### src/common/rv_core_settings.svh
`ifndef RV_CORE_SETTINGS_SVH
`define RV_CORE_SETTINGS_SVH

// widths
`define XLEN        64
`define ILEN        32
`define ADDR_W      39          // sv39 sized bus address
`define PC_W        40
`define REG_AW      5

`define RESET_PC    40'h00_8000_0000    // ram base
`define NOP_WORD    32'h0000_0013       // addi x0, x0, 0

// machine csr addresses
`define CSR_MSTATUS     12'h300
`define CSR_MTVEC       12'h305
`define CSR_MSCRATCH    12'h340
`define CSR_MEPC        12'h341
`define CSR_MCAUSE      12'h342

`define MCAUSE_MEXT     64'h8000_0000_0000_000B   // interrupt flag + cause 11
`define MSTATUS_MIE     3
`define MSTATUS_MPIE    7

// major opcodes
`define OP_LOAD     7'b0000011
`define OP_STORE    7'b0100011
`define OP_BRANCH   7'b1100011
`define OP_JAL      7'b1101111
`define OP_JALR     7'b1100111
`define OP_OPIMM    7'b0010011
`define OP_OP       7'b0110011
`define OP_LUI      7'b0110111
`define OP_AUIPC    7'b0010111
`define OP_SYSTEM   7'b1110011

`endif
### src/common/rv_core_pkg.sv
`include "rv_core_settings.svh"

package rv_core_pkg;

    typedef logic [`XLEN-1:0]   xword_t;     // register / data word
    typedef logic [`ILEN-1:0]   inst_t;
    typedef logic [`PC_W-1:0]   pc_t;
    typedef logic [`ADDR_W-1:0] bus_addr_t;
    typedef logic [`REG_AW-1:0] reg_idx_t;
    typedef logic [11:0]        csr_addr_t;
    typedef logic [2:0]         ls_type_t;   // funct3 of the load/store

    // one decode of ir, shared by alu, controller and csr file
    typedef struct packed {
        logic [6:0] opcode;
        reg_idx_t   rd;
        reg_idx_t   rs1;
        reg_idx_t   rs2;
        logic [2:0] funct3;
        logic       f7_bit;     // ir[30], sub / sra select
        csr_addr_t  csr;        // ir[31:20], also the mret funct12
        xword_t     imm_i;
        xword_t     imm_s;
        xword_t     imm_b;
        xword_t     imm_j;
        xword_t     imm_u;
    } decoded_t;

    // enable/done bus request, valid for the cycle the enable is high
    typedef struct packed {
        bus_addr_t addr;
        xword_t    wdata;       // low bytes, zero extended
        ls_type_t  ls_type;
        logic      rd_en;
        logic      wr_en;
    } bus_req_t;

    typedef struct packed {
        xword_t    result;      // alu value or redirect target
        logic      taken;       // branch true, or jal / jalr
        bus_addr_t mem_addr;
    } alu_res_t;

    typedef enum logic [1:0] {
        RUN,
        LOAD_WAIT,
        STORE_WAIT
    } ctrl_state_t;

endpackage

### src/core/rv_regfile.sv
`include "rv_core_settings.svh"

module rv_regfile (
    input  logic                  clk,
    input  logic                  reset,
    input  rv_core_pkg::reg_idx_t rs1_idx_i,
    input  rv_core_pkg::reg_idx_t rs2_idx_i,
    input  rv_core_pkg::reg_idx_t rd_idx_i,
    input  logic                  rd_we_i,
    input  rv_core_pkg::xword_t   rd_data_i,
    output rv_core_pkg::xword_t   rs1_o,
    output rv_core_pkg::xword_t   rs2_o
);

    rv_core_pkg::xword_t regs [1:(1<<`REG_AW)-1];   // no storage for x0

    always_ff @(posedge clk or negedge reset) begin
        if (!reset) begin
            for (int i = 1; i < (1 << `REG_AW); i++) begin
                regs[i] <= '0;
            end
        end else if (rd_we_i && (rd_idx_i != '0)) begin
            regs[rd_idx_i] <= rd_data_i;     // writes to x0 dropped
        end
    end

    // combinational read ports, x0 reads zero
    assign rs1_o = (rs1_idx_i == '0) ? '0 : regs[rs1_idx_i];
    assign rs2_o = (rs2_idx_i == '0) ? '0 : regs[rs2_idx_i];

endmodule

### config.mk
export PLATFORM = sky130hd
export DESIGN_NAME = rv_regfile
export DESIGN_NICKNAME = d
export VERILOG_FILES = /design/src/common/rv_core_pkg.sv /design/src/core/rv_regfile.sv
export VERILOG_INCLUDE_DIRS = /design/src /design/src/common
export SDC_FILE = /design/constraint.sdc
export NUM_CORES = 2
export LEC_CHECK = 0
export BUFFER_PORTS_ARGS = -buffer_cell sky130_fd_sc_hd__clkbuf_2
export CORE_MARGIN = 5
export CORE_UTILIZATION = 25
export CTS_CLUSTER_SIZE = 24
export DETAILED_ROUTE_END_ITERATION = 10
export GPL_TIMING_DRIVEN = 0
export HOLD_SLACK_MARGIN = 0.12
export SLEW_MARGIN = 20
export SYNTH_ARGS = -nofsm -noshare
export SYNTH_HDL_FRONTEND = slang
export SYNTH_SLANG_ARGS = --single-unit
export TNS_END_PERCENT = 5
### constraint.sdc
create_clock -name clk -period 4.35 [get_ports clk]
set_input_delay 0.6525 -clock clk [delete_from_list [all_inputs] [get_ports clk]]
set_output_delay 0.6525 -clock clk [all_outputs]
set_load 0.005 [all_outputs]
==> impl_table.tex <==
\begin{tabular}{lr}
\hline
Metric & Value \\
\hline
\multicolumn{2}{l}{\textbf{Clock tree}} \\
Cell at the root of the clock tree & sky130\_fd\_sc\_hd\_\_clkbuf\_16 \\
Reg clk slew, reported paths & 0.06 ns \\
CTS tree & built \\
Longest Clk Path Bufs & 4 \\
Clock sink count & 1984 \\
Latest clock arrival within the worst-skew pair & 0.94 ns \\
TritonCTS buffer count & 226 \\
Post-CTS Repair Setup Buffers & 0 \\
Depth of the CTS H-tree & 4 \\
\multicolumn{2}{l}{\textbf{Critical path}} \\
Cell repeated most along the worst path & sky130\_fd\_sc\_hd\_\_clkbuf\_2 \\
Setup Crit Path Kind & input port to primary output \\
Critical-path cell with the highest stage delay & sky130\_fd\_sc\_hd\_\_a221oi\_1 \\
Type of destination of the critical path & primary output \\
Worst endpoint required time & 3.70 ns \\
Crit path max fanout & 10 \\
Bufs and invs on worst path & 8 \\
Critical path arrival & 4.06 ns \\
Sort of element at the start of the critical path & input port \\
Critical Path, Cell by Cell & clkbuf\_2, buf\_2, buf\_4, inv\_1, clkbuf\_2, buf\_16, clkbuf\_2, a221oi\_1, a211o\_1, clkbuf\_2 \\
Gate family responsible for the most delay along the worst path & buffers and inverters \\
Largest stage delay on the critical path & 0.71 ns \\
\multicolumn{2}{l}{\textbf{STA}} \\
Share of the cycle needed by the critical path after routing & 108\% \\
Hold violation count in the final report & 0 \\
Final worst slack & -0.364 ns \\
Skew final & 0 ns \\
Worst-Margin Slew & 1.31 ns \\
Count of final setup violators & 100 \\
Top achievable clock speed & 212 MHz \\
Max Transition Viols Final & 0 \\
Worst slew margin & 12.6\% \\
Minimum clock period after layout & 4.71 ns \\
RSZ-0062 raised after global routing & true \\
\multicolumn{2}{l}{\textbf{Floorplanning}} \\
Number of placement rows & 239 \\
Die X & 663 microns \\
Ports & 210 \\
Total Die Area & 440000 sq um \\
Die outline height & 663 microns \\
Core region area & 424000 sq um \\
Initial core utilization & 25.1\% \\
\multicolumn{2}{l}{\textbf{Logic synthesis}} \\
Distinct cells, synth & 44 \\
Fraction of registers with async set/reset & 100\% \\
Post-synthesis cell count & 7449 \\
Count of flip-flops with a built-in enable after synthesis & 0 \\
Sequential fraction of the synthesis area & 46.5\% \\
Flip-flop cell with the highest count after synthesis & sky130\_fd\_sc\_hd\_\_dfrtp\_1 \\
Syn Std Cell Area & 107000 sq um \\
Number of warnings issued by yosys & 0 \\
Synthesized net count & 7531 \\
Count of state elements after synthesis & 1984 \\
Synthesized area per cell & 14.3 sq um \\
\multicolumn{2}{l}{\textbf{Power and ir drop}} \\
Power per unit of standard cell area & 463 nW/um\^{}2 \\
Total chip power & 58700 uW \\
Worst IR Drop VDD & 0.414 mV \\
Static leakage & 0.0542 uW \\
\multicolumn{2}{l}{\textbf{Route}} \\
Drt first pass iters & 6 \\
Number of nets still failing antenna checks after routing & 0 \\
Drt first-iter violations & 11749 \\
Average via count per standard cell & 5.78 \\
Total vias in the final route & 80680 \\
Drc violations & 0 \\
Wire per inst & 39.3 microns \\
Total wire length & 549000 microns \\
\multicolumn{2}{l}{\textbf{Global route}} \\
Number of antenna violations at the first check in global routing & 97 \\
Number of global-route vias before repair & 77199 \\
Largest net degree at the start of global routing & 88 \\
Overall routing resource usage & 24.1\% \\
Global-route wire length before repair & 722000 microns \\
Overflow left after global routing & 0 \\
\multicolumn{2}{l}{\textbf{Placed design}} \\
Buffers on Ports & 199 \\
DP Area & 118000 sq um \\
Setup Slack @ Placement & -1.41 ns \\
HPWL Detailed & 393000 microns \\
Last weighted congestion value of the routability-driven placer & 1.01 \\
\multicolumn{2}{l}{\textbf{Run status}} \\
Violations in the final reports & negative setup slack \\
Outcome & complete, but fails checks \\
\multicolumn{2}{l}{\textbf{Layout}} \\
Registers with the highest flip-flop counts & regs: 1984 flops \\
Post-route cell area & 127000 sq um \\
Area growth from synthesis to layout & 18.9\% \\
Share of post-route cells with drive strength above 1 & 50.8\% \\
Final core utilization & 29.9\% \\
Reg with most FFs & regs \\
Number of nets in the final layout & 8126 \\
Max FFs per register & 1984 \\
\multicolumn{2}{l}{\textbf{Worst hold path}} \\
Class of the tightest hold or removal check & input port to register \\
\multicolumn{2}{l}{\textbf{Job}} \\
\# Max-Cap Violations & 0 \\
\hline
\end{tabular}
## path summary, 6_finish.rpt
check,startpoint,to,slack [ns],cells after the start
max,rs1_idx_i[1],rs1_o[46],-0.36,10
min,rd_data_i[34],regs[34],0.13,2
max reg2reg,regs[1029],regs[1029],3.46,1
min reg2reg,regs[77],regs[77],0.52,1
max in group asynchronous,reset,regs[150],1.35,8
min in group asynchronous,reset,regs[233],0.33,2
## timing repair
item | CTS | global route
resized for setup | 216 | 69
endpoints found under the setup margin | 116 | 71
hold buffers | 60 | 0
endpoints found under the hold margin | 189 | 0
pin swaps | 1 | 1
## power breakdown
| group | switching, uW | total, uW | internal (uW) |
|---|---|---|---|
| clock network | 8460 | 20000 | 11500 |
| logic | 6820 | 13800 | 7000 |
| registers | 2810 | 24900 | 22100 |
| total | 18100 | 58700 | 40600 |
## per-layer routing
metal  up-vias  global-route usage, %  share of wire [%]
met5         -                   1.91               0.23
met2      6367                   32.8                 40
met4        44                   19.6                9.8
met3      1809                   12.3                 14
li1      29738                      -                  -
met1     42722                   28.0                 35
## layout make-up
cell class,instances,area (sq um)
Timing Repair Buffer,368,4240
Antenna cell,74,185
Fill cell,42605,298000
Buffer,801,4110
Multi-Input combinational cell,4662,54000
Clock buffer,339,6730
Clock inverter,65,796
Tap cell,5663,7090
Inverter,1,3.75
Sequential cell,1984,49600
## cell families after synthesis
kind of cell,count (synthesis),share of synthesized area [%]
multiplexers,3391,43.2
flip-flops,1984,46.5
AND/OR/NAND/NOR,620,2.69
buffers and inverters,803,3.37
AO/OA/AOI/OAI,651,4.21
## stage by stage
step | instances | TNS [ns] | hold WS, ns
after floorplan | 7449 | 0 | 0.357
after global placement | 13311 | - | 0.498
after detailed placement | 13420 | -76.64 | 0.507
after CTS | 13883 | -0.709 | 0.122
after global routing | 13903 | -0.695 | 0.139
final | 13957 | -11.08 | 0.132
## layout by cell type, fill, tap and decap left out, types with 79 or more instances in the layout
cell type,synthesis,final
sky130_fd_sc_hd__a21oi_1,121,121
sky130_fd_sc_hd__a221oi_1,119,115
sky130_fd_sc_hd__buf_2,251,232
sky130_fd_sc_hd__clkbuf_1,446,363
sky130_fd_sc_hd__clkbuf_16,0,226
sky130_fd_sc_hd__clkbuf_2,0,311
sky130_fd_sc_hd__dfrtp_1,1984,1984
sky130_fd_sc_hd__mux2_2,2178,2178
sky130_fd_sc_hd__mux2i_1,458,451
sky130_fd_sc_hd__mux4_2,748,748
sky130_fd_sc_hd__nand2_1,253,245
sky130_fd_sc_hd__nor2_1,98,87
sky130_fd_sc_hd__nor2b_1,121,120
sky130_fd_sc_hd__nor3_1,88,80
sky130_fd_sc_hd__o211ai_1,79,79
## cells in the mapped netlist (41+ instances only)
library cell | instances | share of area (%)
sky130_fd_sc_hd__buf_4 | 41 | 0.29
sky130_fd_sc_hd__nor3_1 | 88 | 0.41
sky130_fd_sc_hd__o211ai_1 | 79 | 0.56
sky130_fd_sc_hd__mux2_2 | 2178 | 23
sky130_fd_sc_hd__mux2i_1 | 458 | 4.3
sky130_fd_sc_hd__mux4_2 | 748 | 16
sky130_fd_sc_hd__a21oi_1 | 121 | 0.57
sky130_fd_sc_hd__a221oi_1 | 119 | 0.98
sky130_fd_sc_hd__o21ai_0 | 105 | 0.49
sky130_fd_sc_hd__nor2b_1 | 121 | 0.71
sky130_fd_sc_hd__nand2_1 | 253 | 0.89
sky130_fd_sc_hd__buf_1 | 49 | 0.17
sky130_fd_sc_hd__clkbuf_1 | 446 | 1.6
sky130_fd_sc_hd__nor2_1 | 98 | 0.34
sky130_fd_sc_hd__a22oi_1 | 75 | 0.53
sky130_fd_sc_hd__a31oi_1 | 68 | 0.40
sky130_fd_sc_hd__dfrtp_1 | 1984 | 47
sky130_fd_sc_hd__buf_2 | 251 | 1.2
Power figures use the tool's default switching activity.
