$ cat src/common/rv_core_settings.svh
`ifndef RV_CORE_SETTINGS_SVH
`define RV_CORE_SETTINGS_SVH

// widths
`define XLEN        64
`define ILEN        32
`define ADDR_W      39          // sv39 sized bus address
`define PC_W        40
`define REG_AW      5

`define RESET_PC    40'h00_8000_0000    // ram base
`define NOP_WORD    32'h0000_0013       // addi x0, x0, 0

// machine csr addresses
`define CSR_MSTATUS     12'h300
`define CSR_MTVEC       12'h305
`define CSR_MSCRATCH    12'h340
`define CSR_MEPC        12'h341
`define CSR_MCAUSE      12'h342

`define MCAUSE_MEXT     64'h8000_0000_0000_000B   // interrupt flag + cause 11
`define MSTATUS_MIE     3
`define MSTATUS_MPIE    7

// major opcodes
`define OP_LOAD     7'b0000011
`define OP_STORE    7'b0100011
`define OP_BRANCH   7'b1100011
`define OP_JAL      7'b1101111
`define OP_JALR     7'b1100111
`define OP_OPIMM    7'b0010011
`define OP_OP       7'b0110011
`define OP_LUI      7'b0110111
`define OP_AUIPC    7'b0010111
`define OP_SYSTEM   7'b1110011

`endif
$ cat src/common/rv_core_pkg.sv
`include "rv_core_settings.svh"

package rv_core_pkg;

    typedef logic [`XLEN-1:0]   xword_t;     // register / data word
    typedef logic [`ILEN-1:0]   inst_t;
    typedef logic [`PC_W-1:0]   pc_t;
    typedef logic [`ADDR_W-1:0] bus_addr_t;
    typedef logic [`REG_AW-1:0] reg_idx_t;
    typedef logic [11:0]        csr_addr_t;
    typedef logic [2:0]         ls_type_t;   // funct3 of the load/store

    // one decode of ir, shared by alu, controller and csr file
    typedef struct packed {
        logic [6:0] opcode;
        reg_idx_t   rd;
        reg_idx_t   rs1;
        reg_idx_t   rs2;
        logic [2:0] funct3;
        logic       f7_bit;     // ir[30], sub / sra select
        csr_addr_t  csr;        // ir[31:20], also the mret funct12
        xword_t     imm_i;
        xword_t     imm_s;
        xword_t     imm_b;
        xword_t     imm_j;
        xword_t     imm_u;
    } decoded_t;

    // enable/done bus request, valid for the cycle the enable is high
    typedef struct packed {
        bus_addr_t addr;
        xword_t    wdata;       // low bytes, zero extended
        ls_type_t  ls_type;
        logic      rd_en;
        logic      wr_en;
    } bus_req_t;

    typedef struct packed {
        xword_t    result;      // alu value or redirect target
        logic      taken;       // branch true, or jal / jalr
        bus_addr_t mem_addr;
    } alu_res_t;

    typedef enum logic [1:0] {
        RUN,
        LOAD_WAIT,
        STORE_WAIT
    } ctrl_state_t;

endpackage

$ cat src/core/rv_exec_ctrl.sv
`include "rv_core_settings.svh"

module rv_exec_ctrl (
    input  logic                   clk,
    input  logic                   reset,
    input  rv_core_pkg::inst_t     instruction_i,   // word at pc_o, same cycle
    input  rv_core_pkg::decoded_t  dec_i,
    input  rv_core_pkg::alu_res_t  alu_i,
    input  rv_core_pkg::xword_t    rs2_i,
    input  rv_core_pkg::xword_t    csr_rdata_i,
    input  rv_core_pkg::xword_t    mtvec_i,
    input  rv_core_pkg::xword_t    mepc_i,
    input  logic                   mie_i,
    input  logic                   irq_i,
    input  logic                   rd_done_i,
    input  logic                   wr_done_i,
    input  rv_core_pkg::xword_t    rd_data_i,
    output rv_core_pkg::pc_t       pc_o,
    output rv_core_pkg::inst_t     ir_o,
    output rv_core_pkg::bus_req_t  bus_o,
    output rv_core_pkg::reg_idx_t  rd_idx_o,
    output logic                   rd_we_o,
    output rv_core_pkg::xword_t    rd_data_o,
    output logic                   csr_we_o,
    output logic                   irq_take_o,
    output logic                   mret_o,
    output logic                   int_ack_o
);

    localparam rv_core_pkg::csr_addr_t mret_f12 = 12'h302;

    rv_core_pkg::pc_t         pc_q;
    rv_core_pkg::pc_t         pc_d;
    rv_core_pkg::inst_t       ir_q;
    rv_core_pkg::ctrl_state_t state_q;
    rv_core_pkg::ctrl_state_t state_d;
    rv_core_pkg::xword_t      load_ext;
    rv_core_pkg::xword_t      st_data;
    logic bubble_q;     // ir holds a flushed slot, nothing to interrupt
    logic int_ack_q;
    logic exec;         // ir executes this cycle
    logic is_load, is_store, is_csrrw;
    logic jump, redirect, hold;

    assign is_load  = (dec_i.opcode == `OP_LOAD);
    assign is_store = (dec_i.opcode == `OP_STORE);
    assign is_csrrw = (dec_i.opcode == `OP_SYSTEM) && (dec_i.funct3 == 3'b001);

    // interrupt only between real instructions, ir is then dropped
    assign irq_take_o = (state_q == rv_core_pkg::RUN) && !bubble_q && irq_i && mie_i;
    assign exec       = (state_q == rv_core_pkg::RUN) && !irq_take_o;
    assign mret_o     = exec && (dec_i.opcode == `OP_SYSTEM) && (dec_i.funct3 == 3'b000)
                        && (dec_i.csr == mret_f12);
    assign csr_we_o   = exec && is_csrrw;
    assign jump       = exec && alu_i.taken;          // taken branch, jal, jalr
    assign redirect   = irq_take_o || mret_o || jump;

    // freeze pc and ir from bus issue until the done pulse
    assign hold = (exec && (is_load || is_store))
                || ((state_q == rv_core_pkg::LOAD_WAIT) && !rd_done_i)
                || ((state_q == rv_core_pkg::STORE_WAIT) && !wr_done_i);

    always_comb begin
        pc_d = pc_q + rv_core_pkg::pc_t'(4);
        if (irq_take_o) pc_d = mtvec_i[`PC_W-1:0];
        else if (mret_o) pc_d = mepc_i[`PC_W-1:0];   // back to the skipped word
        else if (jump)   pc_d = alu_i.result[`PC_W-1:0];

        state_d = state_q;
        case (state_q)
            rv_core_pkg::RUN: begin
                if (exec && is_load) state_d = rv_core_pkg::LOAD_WAIT;
                else if (exec && is_store) state_d = rv_core_pkg::STORE_WAIT;
            end
            rv_core_pkg::LOAD_WAIT:  if (rd_done_i) state_d = rv_core_pkg::RUN;
            rv_core_pkg::STORE_WAIT: if (wr_done_i) state_d = rv_core_pkg::RUN;
            default: state_d = rv_core_pkg::RUN;
        endcase
    end

    always_ff @(posedge clk or negedge reset) begin
        if (!reset) begin
            pc_q      <= `RESET_PC;
            ir_q      <= `NOP_WORD;
            bubble_q  <= 1'b1;           // first ir is the reset nop
            state_q   <= rv_core_pkg::RUN;
            int_ack_q <= 1'b0;
        end else begin
            state_q   <= state_d;
            int_ack_q <= irq_take_o;     // high while pc holds mtvec
            bubble_q  <= redirect;
            if (redirect) begin
                pc_q <= pc_d;
                ir_q <= `NOP_WORD;        // flush the wrong-path word
            end else if (!hold) begin
                pc_q <= pc_d;
                ir_q <= instruction_i;
            end
        end
    end

    // load data extension per funct3
    always_comb begin
        case (dec_i.funct3)
            3'b000:  load_ext = {{(`XLEN-8){rd_data_i[7]}}, rd_data_i[7:0]};     // lb
            3'b001:  load_ext = {{(`XLEN-16){rd_data_i[15]}}, rd_data_i[15:0]};  // lh
            3'b010:  load_ext = {{(`XLEN-32){rd_data_i[31]}}, rd_data_i[31:0]};  // lw
            3'b100:  load_ext = rv_core_pkg::xword_t'(rd_data_i[7:0]);
            3'b101:  load_ext = rv_core_pkg::xword_t'(rd_data_i[15:0]);
            3'b110:  load_ext = rv_core_pkg::xword_t'(rd_data_i[31:0]);
            default: load_ext = rd_data_i;                                       // ld
        endcase

        case (dec_i.funct3[1:0])
            2'b00:   st_data = rv_core_pkg::xword_t'(rs2_i[7:0]);
            2'b01:   st_data = rv_core_pkg::xword_t'(rs2_i[15:0]);
            2'b10:   st_data = rv_core_pkg::xword_t'(rs2_i[31:0]);
            default: st_data = rs2_i;
        endcase
    end

    // one-cycle request in the execute cycle
    always_comb begin
        bus_o.addr    = alu_i.mem_addr;
        bus_o.wdata   = st_data;
        bus_o.ls_type = dec_i.funct3;
        bus_o.rd_en   = exec && is_load;
        bus_o.wr_en   = exec && is_store;
    end

    // write-back source select
    always_comb begin
        rd_we_o   = 1'b0;
        rd_data_o = alu_i.result;
        if (state_q == rv_core_pkg::LOAD_WAIT) begin
            rd_we_o   = rd_done_i;
            rd_data_o = load_ext;
        end else if (exec) begin
            case (dec_i.opcode)
                `OP_OP, `OP_OPIMM, `OP_LUI, `OP_AUIPC: rd_we_o = 1'b1;
                `OP_JAL, `OP_JALR: begin
                    rd_we_o   = 1'b1;
                    rd_data_o = rv_core_pkg::xword_t'(pc_q);   // link, ir pc + 4
                end
                `OP_SYSTEM: begin
                    rd_we_o   = is_csrrw;
                    rd_data_o = csr_rdata_i;   // old csr value
                end
                default: ;
            endcase
        end
    end

    assign rd_idx_o  = dec_i.rd;
    assign pc_o      = pc_q;
    assign ir_o      = ir_q;
    assign int_ack_o = int_ack_q;

endmodule

$ cat config.mk
export PLATFORM = sky130hd
export DESIGN_NAME = rv_exec_ctrl
export DESIGN_NICKNAME = d
export VERILOG_FILES = /design/src/common/rv_core_pkg.sv /design/src/core/rv_exec_ctrl.sv
export VERILOG_INCLUDE_DIRS = /design/src /design/src/common
export SDC_FILE = /design/constraint.sdc
export NUM_CORES = 1
export LEC_CHECK = 0
export BUFFER_PORTS_ARGS = -buffer_cell sky130_fd_sc_hd__buf_2
export CORE_AREA = 2 2 420 422
export DETAILED_ROUTE_END_ITERATION = 6
export DIE_AREA = 0 0 422 424
export PLACE_DENSITY = 0.3
export SYNTH_ARGS = -nofsm -noshare
export SYNTH_HDL_FRONTEND = slang
export SYNTH_SLANG_ARGS = --single-unit
$ cat constraint.sdc
create_clock -name clk -period 2.45 [get_ports clk]
set_clock_uncertainty 0.15 [all_clocks]
set_input_delay 0.3675 -clock clk [delete_from_list [all_inputs] [get_ports clk]]
set_output_delay 0.3675 -clock clk [all_outputs]
set_load 0.1 [all_outputs]
==> metrics.csv <==
stage,metric,value,unit
timing,hold_viol_final,0,
cells_and_area,seq_area,1990,sq um
power_and_ir_drop,ir_drop,0.454,mV
floorplanning,fp.dieH,424,microns
worst_setup_path,critical_path_cell_count,11,
route,ant_nets,0,
floorplanning,start_util,0.0418,
timing,finalMaxSlewViolations,0,
worst_hold_path,hold_path_class,in -> reg,
logic_synthesis,syn-cell-area,7310,sq um
cts,cts_tree,built,
logic_synthesis,synthArstFlopShare,1.00,
logic_synthesis,synth_nets,1811,
logic_synthesis,yosys-top-cells-area,"dfrtp_1, a21oi_1, a221oi_1, buf_4, nand2_1",
route,drt-total-wl,104,mm
worst_setup_path,worstPathCellList,nand3b_1 -> nand4_1 -> nor2_4 -> buf_12 -> buf_12 -> nor2_4 -> buf_6 -> a221oi_2 -> buf_4 -> nor2_4 -> buf_12,
global_route,grt_use_total,0.111,
worst_setup_path,ff2ff_setup_slack,-0.25,ns
global_route,grt_overflow,0,
worst_setup_path,r2r-start,bubble_q$_DFF_PN1_,
cells_and_area,synthToLayoutAreaGrowth,172,%
placed_design,place_congestion,0.770,
logic_synthesis,ys_warn_count,0,
cells_and_area,layout-drive-gt1-share,0.663,
logic_synthesis,seq_area_frac_synth,0.261,
logic_synthesis,syn_inst,990,
worst_setup_path,crit_family,buffers and inverters,
global_route,grt_pass1_wl,129,mm
worst_setup_path,crit_path_end_kind,primary output,
cells_and_area,n_fill_cell,20283,
power_and_ir_drop,p_leak,8.05,nW
floorplanning,core-area,175000,sq um
cts,cts_buffer_depth,2,
cts,ctsHtreeMaxLevel,3,
logic_synthesis,avgSynthCellArea,7.38,sq um
status,failed_checks,negative setup slack,
route,wl_per_cell,25.3,microns
timing,worst_pin_slew,0.651,ns
worst_setup_path,reg2reg_depth,9,
worst_setup_path,slowest_stage,dfstp_2,
cells_and_area,final_cell_mix,"buf_2, buf_4, buf_12",
status,status,"finished, violations left",
logic_synthesis,ys_ff_latch,76,
worst_setup_path,critPathLaunch,bubble_q$_DFF_PN1_,
placed_design,dpl-instance-area,17200,sq um
cts,root_buffer,clkbuf_16,
timing,fin_ws,-0.640,ns
timing,whs,0.0590,ns
worst_setup_path,cp-endpoint,rd_data_o[51],
worst_setup_path,critPathKind,reg -> out,
logic_synthesis,yosys.area.top_type,dfrtp_1,
route,drt_iter0_markers,656,
timing,slew_headroom,0.569,
placed_design,portBuffers,590,
cells_and_area,multiInputGateArea,6280,sq um
cts,clk_latency,0.42,ns
cells_and_area,final_util,0.114,
timing,final.period_utilization,1.26,
global_route,grt_max_degree,45,
global_route,antenna_found_initial,127,
worst_setup_path,worst_ep_required_time,1.93,ns
cells_and_area,final_common_cell,buf_2,
route,via_count,11930,
worst_setup_path,path_max_fanout,11,
timing,period_needed,3.09,ns
timing,rsz0062_at_grt,true,
floorplanning,boundaryPins,1074,
placed_design,dp_hpwl,89.0,mm
route,drc,0,
cts,cts-buffers-inserted,9,
route,dr.pass1.iters,5,
floorplanning,die_area,179000,sq um
cells_and_area,design_area,19900,sq um
power_and_ir_drop,power_per_cell_area,465,nW/um^2
cells_and_area,final_nets,2591,
timing,setup_viol_count_final,120,
floorplanning,num_rows,154,
route,viasPerCell,2.89,
timing,fmax,324,MHz
logic_synthesis,synth_top_area_frac,0.243,
cts,cts_sinks,76,
worst_setup_path,worst_r2r_endpoint,pc_o[39]$_DFFE_PN0P_,
logic_synthesis,yosysUniqueCellTypes,67,
cts,clkTransAtPathRegs,0.08,ns
floorplanning,die_w,422,microns
job,cap_violations,0,
worst_setup_path,worstPathArrival,2.57,ns
logic_synthesis,synthFlopType,dfrtp_1,
worst_setup_path,startpoint_type,flop,
logic_synthesis,synth-edff-count,0,
worst_setup_path,path_buf_inv,5,
global_route,grt_pass1_vias,11790,
worst_setup_path,critPathMaxStageDelay,0.56,ns
worst min-delay path: stages:
cell	delay (ns)
buf_2	0.08
nor2_1	0.03
a21oi_1	0.10
final cells by class:
type	instances	share of cell area
sequential	76	0.0998
antenna	18	0.00226
timing repair buffer	914	0.418
clock buffer	9	0.0113
inverter	6	0.00138
multi-input combinational	763	0.315
tap	2340	0.147
clock inverter	7	0.00452
Yosys cell counts (11+ instances only):
cell      instances
nor4_1           16
xnor2_1          11
and2_1           30
nor2_1           82
a21oi_1         113
o21ai_0          44
nor3_1           19
dfrtp_1          71
buf_2            18
nand2_1          95
nand4_1          20
buf_4            55
o22ai_1          14
clkbuf_1         65
and3_1           46
a22o_1           33
a211oi_1         18
a31oi_1          19
a22oi_1          11
nand3_1          21
a221oi_1         59
stage by stage:
step | TNS (ns) | instances | worst slack, ns | power, W
after CTS | -55.11 | 4105 | -0.708 | 0.00941
after detailed placement | -80.97 | 4015 | -0.848 | 0.00729
after global routing | -57.82 | 4119 | -0.769 | 0.00969
final | -43.46 | 4133 | -0.640 | 0.00925
after global placement | -80.87 | 4015 | -0.842 | 0.00731
after floorplan | -17.74 | 990 | -0.319 | 0.00537
what timing repair did:
item	CTS	global route
gates cloned	9	5
gates resized for setup	243	70
hold buffers	33	0
pin swaps	71	18
setup endpoints to repair	140	142
hold endpoints to repair	51	0
setup buffers	35	8
power by group:
part           leakage [nW]  internal, W  switching, W
registers             0.882      0.00150      0.000217
logic                  7.01      0.00183       0.00407
clock network         0.156     0.000819      0.000815
total                  8.05      0.00414       0.00511
sequential cells by signal, summed over array words and instances (netlist names):
register and flops:
bubble_q 1, int_ack_o 1, ir_o 32, pc_o 40, state_q 2
per-layer routing:
layer | global-route usage | wire length [microns]
met1 | 0.137 | 43900
met2 | 0.176 | 47000
met3 | 0.0561 | 11600
met4 | 0.0164 | 1610
met5 | 0 | 310
cell families (layout without fill, tap and decap cells):
kind of cell	after synthesis	count (layout)	synth area share
AOI/OAI and AO/OA	364	364	0.335
muxes	5	5	0.00702
other	0	18	0
buffers and inverters	153	936	0.111
adders and majority gates	1	1	0.00171
and+or+nand+nor	373	375	0.263
DFF	76	76	0.261
xor gates and xnor gates	18	18	0.0216
how the worst min path moves through the flow:
| stage | from | cells after the start | end |
|---|---|---|---|
| global placement | reset | 1 | pc_o[29]$_DFFE_PN0P_ |
| finish | mtvec_i[1] | 3 | pc_o[1]$_DFFE_PN0P_ |
| floorplan | reset | 0 | int_ack_o$_DFF_PN0_ |
| CTS | mepc_i[35] | 3 | pc_o[35]$_DFFE_PN0P_ |
| detailed placement | reset | 1 | pc_o[29]$_DFFE_PN0P_ |
| global route | instruction_i[15] | 2 | ir_o[15]$_DFFE_PN0P_ |
Note: power is estimated with default switching activity, not from simulation.
